File: src/logic/npu_pkg.sv
// ================================================
// Shared widths, vector types, register map and FSM
// encodings for the NPU slice. Every RTL file and the
// testbench refer to these by scoped name.
// ================================================
`default_nettype none

package npu_pkg;

    // Datapath shape, tied to the 32-bit bus word
    localparam int LANES  = 4;
    localparam int LANE_W = 8;

    typedef logic        [31:0]       word_t;
    typedef logic signed [LANE_W-1:0] lane_t;
    typedef logic signed [31:0]       acc_t;
    typedef logic        [11:0]       reg_addr_t;

    localparam word_t NPU_VERSION = 32'h0001_0000;

    // ================================================
    // Register map (byte offsets)
    // ================================================
    localparam reg_addr_t REG_CTRL       = 12'h000;
    localparam reg_addr_t REG_STATUS     = 12'h004;
    localparam reg_addr_t REG_IRQ_EN     = 12'h008;
    localparam reg_addr_t REG_IRQ_STATUS = 12'h00C;
    localparam reg_addr_t REG_VERSION    = 12'h010;
    localparam reg_addr_t REG_CONFIG     = 12'h014;
    localparam reg_addr_t REG_LEN        = 12'h018;
    localparam reg_addr_t REG_RESULT     = 12'h01C;

    // Buffer windows, 256 bytes each
    localparam reg_addr_t WGT_BASE = 12'h100;
    localparam reg_addr_t ACT_BASE = 12'h200;

    // Code 3 is treated as no activation
    typedef enum logic [1:0] {
        ACT_NONE      = 2'd0,
        ACT_RELU      = 2'd1,
        ACT_RELU_CLIP = 2'd2
    } act_type_e;

    typedef enum logic [1:0] {
        ST_IDLE,
        ST_STREAM,
        ST_DRAIN,
        ST_FINISH
    } ctrl_state_e;

endpackage

`default_nettype wire

File: src/logic/npu_buffer.sv
// ================================================
// Single-clock word buffer, one write port and one
// registered read port. Used for weights and inputs.
// ================================================
`timescale 1ns/1ps
`default_nettype none

module npu_buffer #(
    parameter int BUF_DEPTH = 16
) (
    input  logic                           clk,
    input  logic                           rst_n,
    input  logic                           wr_en,
    input  logic [$clog2(BUF_DEPTH)-1:0]   wr_addr,
    input  npu_pkg::word_t                 wr_data,
    input  logic                           rd_en,
    input  logic [$clog2(BUF_DEPTH)-1:0]   rd_addr,
    output npu_pkg::word_t                 rd_data,
    output logic                           rd_valid
);

    npu_pkg::word_t mem [BUF_DEPTH];

    always_ff @(posedge clk) begin
        if (wr_en) begin
            mem[wr_addr] <= wr_data;
        end
        if (rd_en) begin
            rd_data <= mem[rd_addr];
        end
    end

    always_ff @(posedge clk or negedge rst_n) begin
        if (!rst_n) begin
            rd_valid <= 1'b0;
        end else begin
            rd_valid <= rd_en;
        end
    end

    // Writes are blocked while busy, so no read/write collision
    assert property (@(posedge clk) disable iff (!rst_n)
        !(wr_en && rd_en && wr_addr == rd_addr));

endmodule

`default_nettype wire

File: src/logic/npu_controller.sv
// ================================================
// Job FSM. Checks LEN, streams buffer reads, tags the
// last word and waits for the activation result.
// ================================================
`timescale 1ns/1ps
`default_nettype none

module npu_controller #(
    parameter int BUF_DEPTH = 16
) (
    input  logic                           clk,
    input  logic                           rst_n,
    input  logic                           start,
    input  npu_pkg::word_t                 len,
    input  logic                           result_valid,
    output logic                           busy,
    output logic                           done,
    output logic                           error,
    output npu_pkg::ctrl_state_e           state,
    output logic                           rd_en,
    output logic [$clog2(BUF_DEPTH)-1:0]   rd_addr,
    output logic                           clear,
    output logic                           last
);

    localparam int AW = $clog2(BUF_DEPTH);

    logic          len_ok;
    logic [AW-1:0] last_idx;
    logic          rd_last;

    assign len_ok  = len != '0 && len <= npu_pkg::word_t'(BUF_DEPTH);
    assign rd_en   = state == npu_pkg::ST_STREAM;
    assign rd_last = rd_en && rd_addr == last_idx;
    assign busy    = state != npu_pkg::ST_IDLE;
    assign done    = state == npu_pkg::ST_FINISH;

    always_ff @(posedge clk or negedge rst_n) begin
        if (!rst_n) begin
            state    <= npu_pkg::ST_IDLE;
            rd_addr  <= '0;
            last_idx <= '0;
            clear    <= 1'b0;
            error    <= 1'b0;
            last     <= 1'b0;
        end else begin
            clear <= 1'b0;
            error <= 1'b0;
            // Tag travels one cycle behind the read, alongside the data
            last  <= rd_last;
            case (state)
                npu_pkg::ST_IDLE: begin
                    if (start && len_ok) begin
                        state    <= npu_pkg::ST_STREAM;
                        rd_addr  <= '0;
                        last_idx <= AW'(len - 32'd1);
                        clear    <= 1'b1;
                    end else if (start) begin
                        error <= 1'b1;
                    end
                end
                npu_pkg::ST_STREAM: begin
                    rd_addr <= rd_addr + AW'(1);
                    if (rd_last) begin
                        state <= npu_pkg::ST_DRAIN;
                    end
                end
                npu_pkg::ST_DRAIN: begin
                    if (result_valid) begin
                        state <= npu_pkg::ST_FINISH;
                    end
                end
                default: state <= npu_pkg::ST_IDLE;
            endcase
        end
    end

    // Reads never run past the last word of the job
    assert property (@(posedge clk) disable iff (!rst_n)
        rd_en |-> rd_addr <= last_idx);

endmodule

`default_nettype wire

File: src/logic/mac_lane_array.sv
// ================================================
// Four signed 8-bit MAC lanes feeding one 32-bit
// accumulator. Cleared per job, wraps on overflow.
// ================================================
`timescale 1ns/1ps
`default_nettype none

module mac_lane_array (
    input  logic           clk,
    input  logic           rst_n,
    input  logic           clear,
    input  logic           in_valid,
    input  logic           in_last,
    input  npu_pkg::word_t wgt_word,
    input  npu_pkg::word_t act_word,
    output npu_pkg::acc_t  acc,
    output logic           acc_valid
);

    npu_pkg::lane_t wgt_lane [npu_pkg::LANES];
    npu_pkg::lane_t act_lane [npu_pkg::LANES];
    npu_pkg::acc_t  prod     [npu_pkg::LANES];
    npu_pkg::acc_t  prod_sum;

    // Lane 0 sits in the low byte
    for (genvar i = 0; i < npu_pkg::LANES; i++) begin : gen_lane
        assign wgt_lane[i] = wgt_word[i*npu_pkg::LANE_W +: npu_pkg::LANE_W];
        assign act_lane[i] = act_word[i*npu_pkg::LANE_W +: npu_pkg::LANE_W];
        assign prod[i]     = npu_pkg::acc_t'(wgt_lane[i]) * npu_pkg::acc_t'(act_lane[i]);
    end

    always_comb begin
        prod_sum = '0;
        for (int i = 0; i < npu_pkg::LANES; i++) begin
            prod_sum = prod_sum + prod[i];
        end
    end

    always_ff @(posedge clk or negedge rst_n) begin
        if (!rst_n) begin
            acc       <= '0;
            acc_valid <= 1'b0;
        end else begin
            if (clear) begin
                acc <= '0;
            end else if (in_valid) begin
                acc <= acc + prod_sum;
            end
            acc_valid <= in_valid && in_last;
        end
    end

endmodule

`default_nettype wire

File: src/logic/activation_unit.sv
// ================================================
// Registered activation stage that passes the sum,
// applies ReLU or applies ReLU clipped at 127
// ================================================
`timescale 1ns/1ps
`default_nettype none

module activation_unit (
    input  logic               clk,
    input  logic               rst_n,
    input  npu_pkg::act_type_e act_type,
    input  npu_pkg::acc_t      acc,
    input  logic               acc_valid,
    output npu_pkg::acc_t      result,
    output logic               result_valid
);

    npu_pkg::acc_t act_out;

    always_comb begin
        case (act_type)
            npu_pkg::ACT_RELU:      act_out = acc[31] ? '0 : acc;
            npu_pkg::ACT_RELU_CLIP: act_out = acc[31] ? '0 : (acc > 32'sd127 ? 32'sd127 : acc);
            default:                act_out = acc;
        endcase
    end

    always_ff @(posedge clk) begin
        if (acc_valid) begin
            result <= act_out;
        end
    end

    always_ff @(posedge clk or negedge rst_n) begin
        if (!rst_n) begin
            result_valid <= 1'b0;
        end else begin
            result_valid <= acc_valid;
        end
    end

endmodule

`default_nettype wire

File: src/logic/npu_regs.sv
// ================================================
// Wishbone classic register slave. Holds the register
// file, decodes the two buffer windows into write
// strobes and raises the start pulse and interrupt.
// ================================================
`timescale 1ns/1ps
`default_nettype none

module npu_regs #(
    parameter int BUF_DEPTH = 16
) (
    input  logic                           clk,
    input  logic                           rst_n,
    input  logic                           wb_cyc,
    input  logic                           wb_stb,
    input  logic                           wb_we,
    input  npu_pkg::reg_addr_t             wb_adr,
    input  npu_pkg::word_t                 wb_dat_w,
    output logic                           wb_ack,
    output npu_pkg::word_t                 wb_dat_r,
    input  logic                           busy,
    input  logic                           done,
    input  logic                           error,
    input  npu_pkg::ctrl_state_e           state,
    input  npu_pkg::acc_t                  result,
    input  logic                           result_valid,
    output logic                           start,
    output npu_pkg::word_t                 len,
    output npu_pkg::act_type_e             act_type,
    output logic                           wgt_wr_en,
    output logic                           act_wr_en,
    output logic [$clog2(BUF_DEPTH)-1:0]   buf_wr_addr,
    output npu_pkg::word_t                 buf_wr_data,
    output logic                           irq
);

    localparam int AW = $clog2(BUF_DEPTH);

    logic           ack_q;
    logic           req;
    logic           wr;
    logic           in_wgt_win;
    logic           in_act_win;
    logic           idx_ok;
    logic           enable_q;
    logic [1:0]     act_q;
    logic           done_q;
    logic           error_q;
    logic [1:0]     irq_en_q;
    logic [1:0]     irq_sts_q;
    npu_pkg::acc_t  result_q;
    npu_pkg::word_t rd_mux;

    // New transfer seen only when no ack is outstanding
    assign req = wb_cyc && wb_stb && !ack_q;
    assign wr  = req && wb_we;

    assign in_wgt_win = wb_adr[11:8] == npu_pkg::WGT_BASE[11:8];
    assign in_act_win = wb_adr[11:8] == npu_pkg::ACT_BASE[11:8];
    assign idx_ok     = 32'(wb_adr[7:2]) < BUF_DEPTH;

    // ================================================
    // Bus handshake and read path
    // ================================================
    always_ff @(posedge clk or negedge rst_n) begin
        if (!rst_n) begin
            ack_q <= 1'b0;
        end else begin
            ack_q <= req;
        end
    end

    always_comb begin
        case (wb_adr)
            npu_pkg::REG_CTRL:       rd_mux = {26'b0, act_q, 3'b0, enable_q};
            npu_pkg::REG_STATUS:     rd_mux = {24'b0, state, 3'b0, error_q, done_q, busy};
            npu_pkg::REG_IRQ_EN:     rd_mux = {30'b0, irq_en_q};
            npu_pkg::REG_IRQ_STATUS: rd_mux = {30'b0, irq_sts_q};
            npu_pkg::REG_VERSION:    rd_mux = npu_pkg::NPU_VERSION;
            npu_pkg::REG_CONFIG:     rd_mux = {16'(npu_pkg::LANES), 16'(BUF_DEPTH)};
            npu_pkg::REG_LEN:        rd_mux = len;
            npu_pkg::REG_RESULT:     rd_mux = result_q;
            default:                 rd_mux = '0;
        endcase
    end

    always_ff @(posedge clk) begin
        if (req) begin
            wb_dat_r <= rd_mux;
        end
    end

    assign wb_ack = ack_q;

    // ================================================
    // Control registers
    // ================================================
    always_ff @(posedge clk or negedge rst_n) begin
        if (!rst_n) begin
            enable_q <= 1'b0;
            act_q    <= 2'b0;
            irq_en_q <= 2'b0;
            len      <= '0;
            start    <= 1'b0;
        end else begin
            // Start bit is never stored, so it reads back as 0
            start <= wr && wb_adr == npu_pkg::REG_CTRL && wb_dat_w[1] && wb_dat_w[0] && !busy;
            if (wr) begin
                case (wb_adr)
                    npu_pkg::REG_CTRL: begin
                        enable_q <= wb_dat_w[0];
                        act_q    <= wb_dat_w[5:4];
                    end
                    npu_pkg::REG_IRQ_EN: irq_en_q <= wb_dat_w[1:0];
                    npu_pkg::REG_LEN:    len      <= wb_dat_w;
                    default: ;
                endcase
            end
        end
    end

    assign act_type = npu_pkg::act_type_e'(act_q);

    // Sticky status, cleared by the next start
    always_ff @(posedge clk or negedge rst_n) begin
        if (!rst_n) begin
            done_q    <= 1'b0;
            error_q   <= 1'b0;
            irq_sts_q <= 2'b0;
        end else begin
            if (start) begin
                done_q  <= 1'b0;
                error_q <= 1'b0;
            end
            if (done) begin
                done_q <= 1'b1;
            end
            if (error) begin
                error_q <= 1'b1;
            end
            // New events win over a write-1-to-clear in the same cycle
            if (wr && wb_adr == npu_pkg::REG_IRQ_STATUS) begin
                irq_sts_q <= (irq_sts_q & ~wb_dat_w[1:0]) | {error, done};
            end else begin
                irq_sts_q <= irq_sts_q | {error, done};
            end
        end
    end

    always_ff @(posedge clk) begin
        if (result_valid) begin
            result_q <= result;
        end
    end

    assign irq = |(irq_sts_q & irq_en_q);

    // ================================================
    // Buffer window writes
    // ================================================
    always_ff @(posedge clk or negedge rst_n) begin
        if (!rst_n) begin
            wgt_wr_en <= 1'b0;
            act_wr_en <= 1'b0;
        end else begin
            wgt_wr_en <= wr && in_wgt_win && idx_ok && !busy;
            act_wr_en <= wr && in_act_win && idx_ok && !busy;
        end
    end

    always_ff @(posedge clk) begin
        if (wr) begin
            buf_wr_addr <= wb_adr[AW+1:2];
            buf_wr_data <= wb_dat_w;
        end
    end

    // Host sees ack for one cycle only, never back to back
    assert property (@(posedge clk) disable iff (!rst_n) wb_ack |=> !wb_ack);

endmodule

`default_nettype wire

File: src/logic/npu_top.sv
// ================================================
// NPU slice top level. Wishbone in, irq out; sets the
// buffer depth for every block below it.
// ================================================
`timescale 1ns/1ps
`default_nettype none

module npu_top #(
    parameter int BUF_DEPTH = 16
) (
    input  logic               clk,
    input  logic               rst_n,
    input  logic               wb_cyc,
    input  logic               wb_stb,
    input  logic               wb_we,
    input  npu_pkg::reg_addr_t wb_adr,
    input  npu_pkg::word_t     wb_dat_w,
    output logic               wb_ack,
    output npu_pkg::word_t     wb_dat_r,
    output logic               irq
);

    localparam int AW = $clog2(BUF_DEPTH);

    // Register block side
    logic                 start;
    npu_pkg::word_t       len;
    npu_pkg::act_type_e   act_type;
    logic                 wgt_wr_en;
    logic                 act_wr_en;
    logic [AW-1:0]        buf_wr_addr;
    npu_pkg::word_t       buf_wr_data;

    // Controller side
    logic                 busy;
    logic                 done;
    logic                 error;
    npu_pkg::ctrl_state_e state;
    logic                 rd_en;
    logic [AW-1:0]        rd_addr;
    logic                 clear;
    logic                 last;

    // Datapath
    npu_pkg::word_t       wgt_rd_data;
    npu_pkg::word_t       act_rd_data;
    logic                 wgt_rd_valid;
    logic                 act_rd_valid;
    npu_pkg::acc_t        acc;
    logic                 acc_valid;
    npu_pkg::acc_t        result;
    logic                 result_valid;

    npu_regs #(
        .BUF_DEPTH (BUF_DEPTH)
    ) u_regs (
        .clk          (clk),
        .rst_n        (rst_n),
        .wb_cyc       (wb_cyc),
        .wb_stb       (wb_stb),
        .wb_we        (wb_we),
        .wb_adr       (wb_adr),
        .wb_dat_w     (wb_dat_w),
        .wb_ack       (wb_ack),
        .wb_dat_r     (wb_dat_r),
        .busy         (busy),
        .done         (done),
        .error        (error),
        .state        (state),
        .result       (result),
        .result_valid (result_valid),
        .start        (start),
        .len          (len),
        .act_type     (act_type),
        .wgt_wr_en    (wgt_wr_en),
        .act_wr_en    (act_wr_en),
        .buf_wr_addr  (buf_wr_addr),
        .buf_wr_data  (buf_wr_data),
        .irq          (irq)
    );

    npu_buffer #(
        .BUF_DEPTH (BUF_DEPTH)
    ) u_wgt_buffer (
        .clk      (clk),
        .rst_n    (rst_n),
        .wr_en    (wgt_wr_en),
        .wr_addr  (buf_wr_addr),
        .wr_data  (buf_wr_data),
        .rd_en    (rd_en),
        .rd_addr  (rd_addr),
        .rd_data  (wgt_rd_data),
        .rd_valid (wgt_rd_valid)
    );

    npu_buffer #(
        .BUF_DEPTH (BUF_DEPTH)
    ) u_act_buffer (
        .clk      (clk),
        .rst_n    (rst_n),
        .wr_en    (act_wr_en),
        .wr_addr  (buf_wr_addr),
        .wr_data  (buf_wr_data),
        .rd_en    (rd_en),
        .rd_addr  (rd_addr),
        .rd_data  (act_rd_data),
        .rd_valid (act_rd_valid)
    );

    npu_controller #(
        .BUF_DEPTH (BUF_DEPTH)
    ) u_controller (
        .clk          (clk),
        .rst_n        (rst_n),
        .start        (start),
        .len          (len),
        .result_valid (result_valid),
        .busy         (busy),
        .done         (done),
        .error        (error),
        .state        (state),
        .rd_en        (rd_en),
        .rd_addr      (rd_addr),
        .clear        (clear),
        .last         (last)
    );

    mac_lane_array u_mac (
        .clk       (clk),
        .rst_n     (rst_n),
        .clear     (clear),
        .in_valid  (wgt_rd_valid && act_rd_valid),
        .in_last   (last),
        .wgt_word  (wgt_rd_data),
        .act_word  (act_rd_data),
        .acc       (acc),
        .acc_valid (acc_valid)
    );

    activation_unit u_activation (
        .clk          (clk),
        .rst_n        (rst_n),
        .act_type     (act_type),
        .acc          (acc),
        .acc_valid    (acc_valid),
        .result       (result),
        .result_valid (result_valid)
    );

endmodule

`default_nettype wire

File: config.mk
export PLATFORM = sky130hd
export DESIGN_NAME = npu_top
export DESIGN_NICKNAME = d
export VERILOG_FILES = /design/src/logic/npu_pkg.sv /design/src/logic/npu_buffer.sv /design/src/logic/npu_controller.sv /design/src/logic/mac_lane_array.sv /design/src/logic/activation_unit.sv /design/src/logic/npu_regs.sv /design/src/logic/npu_top.sv
export SDC_FILE = /design/constraint.sdc
export NUM_CORES = 2
export LEC_CHECK = 0
export BUFFER_PORTS_ARGS = -buffer_cell sky130_fd_sc_hd__buf_2
export CAP_MARGIN = 20
export CORE_UTILIZATION = 46
export CTS_CLUSTER_DIAMETER = 80
export DETAILED_ROUTE_END_ITERATION = 12
export SLEW_MARGIN = 20
export SYNTH_ARGS = -nofsm -noshare
export SYNTH_HDL_FRONTEND = slang
export SYNTH_SLANG_ARGS = --single-unit
File: constraint.sdc
create_clock -name clk -period 13 [get_ports clk]
set_input_delay 0.65 -clock clk [delete_from_list [all_inputs] [get_ports clk]]
set_output_delay 0.65 -clock clk [all_outputs]
set_load 0.03 [all_outputs]
Yosys cells after proc, flatten, opt, wreduce, memory -nomap -nowiden
Memories as Yosys holds them, arrays and structs flattened. A register that Yosys moved wholly into a read port is not among the register bits.
Index checks and enable logic that the tools add are counted.
{ "word_totals": {"reg_bits": 225, "mem_bits_rw": 1024, "in_bits": 49, "output_inout_bits": 34, "elab_cells": 125, "memories": 2} }
{ "classes": {"addsub": 6, "n_mul": 4, "magnitude_cmp": 3, "n_eq_ne": 18, "n_mux": 26, "n_bitwise": 5, "n_reduce_logical": 35} }
{ "memory_table": {"columns": ["name", "words", "word_bits", "rd", "rd_ports_with_merged_regs", "wr", "line_no", "source"], "rows": [
  ["u_act_buffer.mem", 16, 32, 1, 1, 1, "npu_buffer.sv:22", "npu_pkg::word_t mem [BUF_DEPTH];"],
  ["u_wgt_buffer.mem", 16, 32, 1, 1, 1, "npu_buffer.sv:22", null]
]} }
{ "ops": {"columns": ["op", "count"], "rows": [
  ["case mux 32 bit (8 select lines)", 1],
  ["adder 32 bit", 4],
  ["2-to-1 mux 32 bit", 3],
  ["multiplier 8 x 8 -> 16 bit", 4],
  ["case mux 32 bit (2 select lines)", 1],
  ["2-to-1 mux 31 bit", 2],
  ["== test 12 x 5 -> 1 bit (second input constant)", 4],
  ["> comparator 32 x 8 -> 1 bit (second input constant)", 1],
  ["less-or-equal comparator 32 x 5 -> 1 bit (second input constant)", 1],
  ["nonzero test 32 bit", 1],
  ["== test 12 x 4 -> 1 bit (second input constant)", 2],
  ["logical AND 1 bit", 18],
  ["== test 12 x 3 -> 1 bit (second input constant)", 1],
  ["logical NOT 12 bit", 1],
  ["2-to-1 mux 1 bit", 12],
  ["AND reduction 2 bit", 5],
  ["nonzero test 2 bit", 5],
  ["2-to-1 mux 2 bit", 4],
  ["case mux 4 bit (2 select lines)", 1],
  ["== test 2 bit (second input constant)", 3],
  ["less-than comparator 6 x 5 -> 1 bit (second input constant)", 1],
  ["inequality test 2 x 1 -> 1 bit (second input constant)", 3],
  ["case mux 2 bit (3 select lines)", 1],
  ["adder 4 x 1 -> 4 bit (second input constant)", 1],
  ["13 further kinds", 17]
]} }

Longest topological paths before layout
{ "logic_depth": {"ltp_word": 7, "depth_mapped": 34, "depth_no_buf": 33} }

Cells and area by module
Synthesis repeated with hierarchy kept, for this count alone.
{ "unflattened": {"cells_unflattened": 3583, "hier_area_um2": 61809.3} }
{ "modules_own_cells": {"columns": ["mod", "n_inst", "cells_each", "area_per_inst_um2", "seq_area_each_um2"], "rows": [
  ["npu_buffer at u_wgt_buffer", 1, 839, 20199.4, 16360.7],
  ["npu_buffer at u_act_buffer", 1, 839, 20180.6, 16360.7],
  ["mac_lane_array", 1, 1447, 13910.8, 825.8],
  ["npu_regs", 1, 284, 5293.8, 4129.0],
  ["activation_unit", 1, 99, 1378.8, 985.9],
  ["npu_controller", 1, 74, 839.6, 325.3],
  ["npu_top", 1, 1, 6.3, 0.0]
]} }

Least setup slack after synthesis
No wires, ideal clock.
{ "synth_timing": {"path_type": "reg-to-reg", "from": "reg u_wgt_buffer.rd_data[13], read port of u_wgt_buffer.mem", "to": "reg u_mac.acc[31]", "setup_ps": 125, "arrival_time_ps": 7814, "t_required_ps": 12875, "path_slack_ps": 5061, "stages_incl_launch_ff": 33, "path_buffers": 1, "synth_period_minus_slack_ps": 7939, "path_cell_list": "edfxtp_1 > and2_1 > fa_1 > inv_1 > fa_1 > inv_1 > fa_1 > inv_1 > fa_1 > inv_1 > ha_1 > nor2b_1 > o211ai_1 > nand2_1 > a41oi_1 > a21oi_1 > xnor2_1 > fa_1 > inv_1 > fa_1 > inv_1 > fa_1 > inv_1 > ha_1 > buf_6 > a21o_1 > a21oi_1 > o21ai_1 > a31oi_1 > or3b_1 > mux2i_1 > o31a_1 > mux2_4"} }
{ "synth_between": {"elab_chain_cells": 7} }
{ "synth_rtl": {"columns": ["element", "line_no", "source"], "rows": [
  ["start, declared", "npu_buffer.sv:18", "output npu_pkg::word_t rd_data,"],
  ["multiplier 8 x 8 -> 16 bit", "mac_lane_array.sv:29", "assign prod[i] = npu_pkg::acc_t'(wgt_lane[i]) * npu_pkg::acc_t'(act_lane[i]);"],
  ["adder 32 bit (3 in series)", "mac_lane_array.sv:35", "prod_sum = prod_sum + prod[i];"],
  ["adder 32 bit", "mac_lane_array.sv:47", "acc <= acc + prod_sum;"],
  ["2-to-1 mux 32 bit", "mac_lane_array.sv:46", "end else if (in_valid) begin"],
  ["2-to-1 mux 32 bit", "mac_lane_array.sv:44", "if (clear) begin"],
  ["end signal, assigned", "mac_lane_array.sv:47", null],
  ["end, declared", "mac_lane_array.sv:16", "output npu_pkg::acc_t acc,"]
]} }
Every way passes these cells. The select of a mux whose other input is x is not followed.
A chain may end at the register's enable or synchronous reset.

Final worst setup path
Ends and elaborated chain as after synthesis.

==> results.toml <==
[outcome]
run_status = "complete, no violations"

[route]
route.antenna.remaining_nets = 0
drt-total-wl_mm = 160
dr.pass1.iters = 5
viasPerCell = 5.63
drtIter0Drc = 3171
wl_per_cell_um = 26.1
dr_total_vias = 34500
drcViolationCount = 0

[worst_setup_path]
worstSetupEndpoint = "u_mac.acc[31]$_DFFE_PN0P_"
arrival_ns = 9.40
minimum_setup_slack_among_reg_to_reg_paths_ns = 4.23
crit_path_from = "u_wgt_buffer.rd_data[13]$_DFFE_PP_"
crit_fanout = 15
crit_path_end_kind = "flip-flop"
cp_data_required_time_ns = 13.63
timing.critical_path.slowest_cell_delay_ns = 0.53
crit-reg2reg-launch = "u_wgt_buffer.rd_data[13]$_DFFE_PP_"
worstSetupStartpointType = "flip-flop"
worst_r2r_endpoint = "u_mac.acc[31]$_DFFE_PN0P_"
timing.reg2reg.worst_path_depth = 30
critPathKind = "reg -> reg"
crit_slowest_cell = "fa_1"

[finish]
area_growth_syn_to_layout_pct = 11.3
layout.area.seq_um2 = 39000
multi_input_area_um2 = 21900
filler_cell_count = 11300
drive_above_1_share_pct = 14.2
finish.net_count = 4737

[hold_path]
worstHoldPathType = "in -> reg"
worstHoldStart = "wb_adr[8]"

[global_routing]
globalRouteTotalUtil_pct = 23.6
grt_antenna_before_repair = 15
grt_first_pass_wirelength_mm = 234
vias_in_the_first_global_route = 34800
grt_max_degree = 115
global_route.overflow_total = 0

[power_and_ir_drop]
power.ir.vdd_worst_uv = 116
power_frac_clock_pct = 44.7
netSwitchingPower_uw = 1690
power_density_nw_per_um2 = 120
power.share.sequential_pct = 54.7
power_frac_comb_pct = 0.6
power.total_uw = 8430
leakage_dissipation_uw = 0.0251
p_sw_share_pct = 20.0
intPower_uw = 6740

[synthesis]
netlist_instances = 4104
netlist_cell_types = 76
synth_area_per_cell_um2 = 15.3
synth_area_leader_cell = "edfxtp_1"
synth_seq_area_share_pct = 62.0
postSynthRegisterBits = 1313
postSynth.asyncResetShare_pct = 7.08
synth_edf_count = 1220
syn_std_cell_area_um2 = 62900
yosys.area.top_type_share_pct = 58.3
synth.yosys.warnings = 0
ys_dominant_reg_cell = "edfxtp_1"
syn_nets = 4594
netlist_top_cells_area = "edfxtp_1 58%, fa_1 9.0%, mux4_2 4.6%"

[sta]
final-max-slew-violation-count = 0
grt_setup_unrepaired = "false"
skew_ns = 0.0261
timing.final.crit_share_pct = 67.5
hold_violations = 0
finalSetupViolCount = 0
timing.final.crit_period_ns = 8.77
tightestPinTransition_ns = 1.04
slew_headroom_pct = 30.8
max_clock_freq_mhz = 114
final_layout_setup_total_negative_slack_ns = 0
finalHoldWorstSlack_ns = 0.0847

[cts]
root_buffer = "clkbuf_16"
cts.repair_timing.setup_buffer_count = 0
tritoncts_clock_tree = "built"
post_cts_resized = 0
clkSinkCount = 1313
clock_tree.htree_level_count = 4
cts_inserted_buffers = 139
insertion_delay_ns = 0.75
clk_transition_reported_paths_ns = 0.06
holdBufCountCts = 1
clock_path_buffers = 3

[floorplan]
placement_rows = 135
start_util_pct = 46.4
io-pin-count = 83
fp.dieArea_um2 = 138000
die_x_um = 372
floorplan.core_area_um2 = 135000
die-height_um = 372

[placement]
post-dp-hpwl_mm = 97.1
routabilityCongestion = 0.840
place.port_buffers = 82

[run]
max_cap_viols = 0
==> worst min path at each step <==
stage	endpoint	slack (ns)	cells after the start
6_report	u_regs.act_wr_en$_DFF_PN0_	0.08	2
3_3_place_gp	u_regs.result_q[27]$_DFFE_PP_	0.40	0
3_5_place_dp	u_regs.result_q[23]$_DFFE_PP_	0.40	0
2_1_floorplan	u_act_buffer.rd_valid$_DFF_PN0_	0.35	0
4_1_cts	u_regs.act_wr_en$_DFF_PN0_	0.04	2
5_1_grt	u_regs.act_wr_en$_DFF_PN0_	0.06	2
==> metal layers <==
metal	vias to the layer above	track usage [%]	routed length, µm
li1	15300	-	-
met1	18000	33.0	69400
met2	1044	38.2	77500
met3	207	3.58	9320
met4	8	6.79	3990
met5	-	0	49
==> registers in the layout (all words and copies together) (netlist names), 2 cells and up <==
signal                 flops
u_act_buffer.mem         512
u_wgt_buffer.mem         512
u_act_buffer.rd_data      32
u_activation.result       32
u_mac.acc                 32
u_regs.buf_wr_data        32
u_regs.len                32
u_regs.result_q           32
u_regs.wb_dat_r           32
u_wgt_buffer.rd_data      32
u_controller.last_idx      4
u_controller.rd_addr       4
u_regs.buf_wr_addr         4
u_controller.state         2
u_regs.act_type            2
u_regs.irq_en_q            2
u_regs.irq_sts_q           2
==> worst max-delay path, delay by kind of cell, from the launching register on <==
kind	cells	cell delay, ns
AOI/OAI and AO/OA	5	1.03
muxes	2	0.43
buffers and inverters	7	0.89
and+or+nand+nor	6	1.28
adders and majority gates	9	4.02
xor gates and xnor gates	1	0.49
DFF	1	0.51
==> synth_stat cells, types with 5 or more instances <==
cell      instances
a21o_1           27
nor4_1           15
o211ai_1          8
inv_1           457
buf_1            21
nand2_1         214
mux4_2          129
and2_1          189
o21ai_1          11
o21ai_0         155
a22o_1           26
nor3_1           21
nand4_1           5
nor2_1          103
nor2b_1          24
xor2_1           24
a221oi_1         65
clkbuf_1         75
mux2i_1         218
fa_1            283
xnor2_1          78
a31oi_1           6
nand2b_1         19
edfxtp_1       1220
dfrtp_1          93
mux2_2           93
o21bai_1         11
a21oi_1         136
a22oi_1          64
mux2_1            7
ha_1            158
nand3_1          32
buf_2            44
==> power groups by stage <==
stage	logic [µW]	clock network (µW)	registers (µW)
after floorplan	7.86	0	4700
after global placement	53.6	0	4700
after detailed placement	53.1	0	4700
after CTS	53.9	3830	4610
after global routing	56.2	3980	4610
final	53.5	3770	4610
==> cells by family after synthesis <==
family | Yosys count | synth area share (%)
and+or+nand+nor | 650 | 5.21
muxes | 448 | 9.90
xor gates and xnor gates | 102 | 1.42
DFF | 1313 | 62.0
AOI/OAI and AO/OA | 550 | 5.66
adders and majority gates | 441 | 12.2
buffers and inverters | 600 | 3.69
==> cells in the final DEF, fill, tap and decap left out, types with 15 or more instances in the layout <==
| cell | count |
|---|---|
| a21o_1 | 27 |
| a21oi_1 | 136 |
| a221oi_1 | 65 |
| a22o_1 | 26 |
| a22oi_1 | 64 |
| and2_1 | 187 |
| buf_2 | 81 |
| buf_4 | 61 |
| clkbuf_1 | 32 |
| clkbuf_16 | 144 |
| clkinv_1 | 29 |
| clkinv_2 | 18 |
| dfrtp_1 | 89 |
| edfxtp_1 | 1220 |
| fa_1 | 283 |
| ha_1 | 157 |
| inv_1 | 457 |
| mux2_2 | 93 |
| mux2i_1 | 218 |
| mux4_2 | 129 |
| nand2_1 | 213 |
| nand2b_1 | 18 |
| nand3_1 | 32 |
| nor2_1 | 69 |
| nor2_4 | 33 |
| nor2b_1 | 24 |
| nor3_1 | 20 |
| nor4_1 | 15 |
| o21ai_0 | 155 |
| xnor2_1 | 78 |
| xor2_1 | 24 |
==> cell type report <==
cell class	instances	area share, %
sequential	1313	55.7
multi-input combinational	2191	31.3
clock buffer	178	5.36
tap	1781	3.18
inverter	457	2.45
timing repair buffer	145	1.30
clock inverter	70	0.754
antenna	5	0.0179
==> per-stage QoR <==
| stage | setup WS [ns] | utilization [%] | instance area (µm²) | cells |
|---|---|---|---|---|
| 3_5_place_dp | 4.12 | 48.5 | 65700 | 5885 |
| 6_report | 4.23 | 51.7 | 70000 | 6140 |
| 2_1_floorplan | 5.06 | - | 62900 | 4104 |
| 4_1_cts | 4.13 | 51.6 | 70000 | 6134 |
| 3_3_place_gp | 4.18 | 48.5 | 65700 | 5885 |
| 5_1_grt | 3.75 | 51.7 | 70000 | 6139 |
No activity file was read; power rests on OpenSTA's default activity.
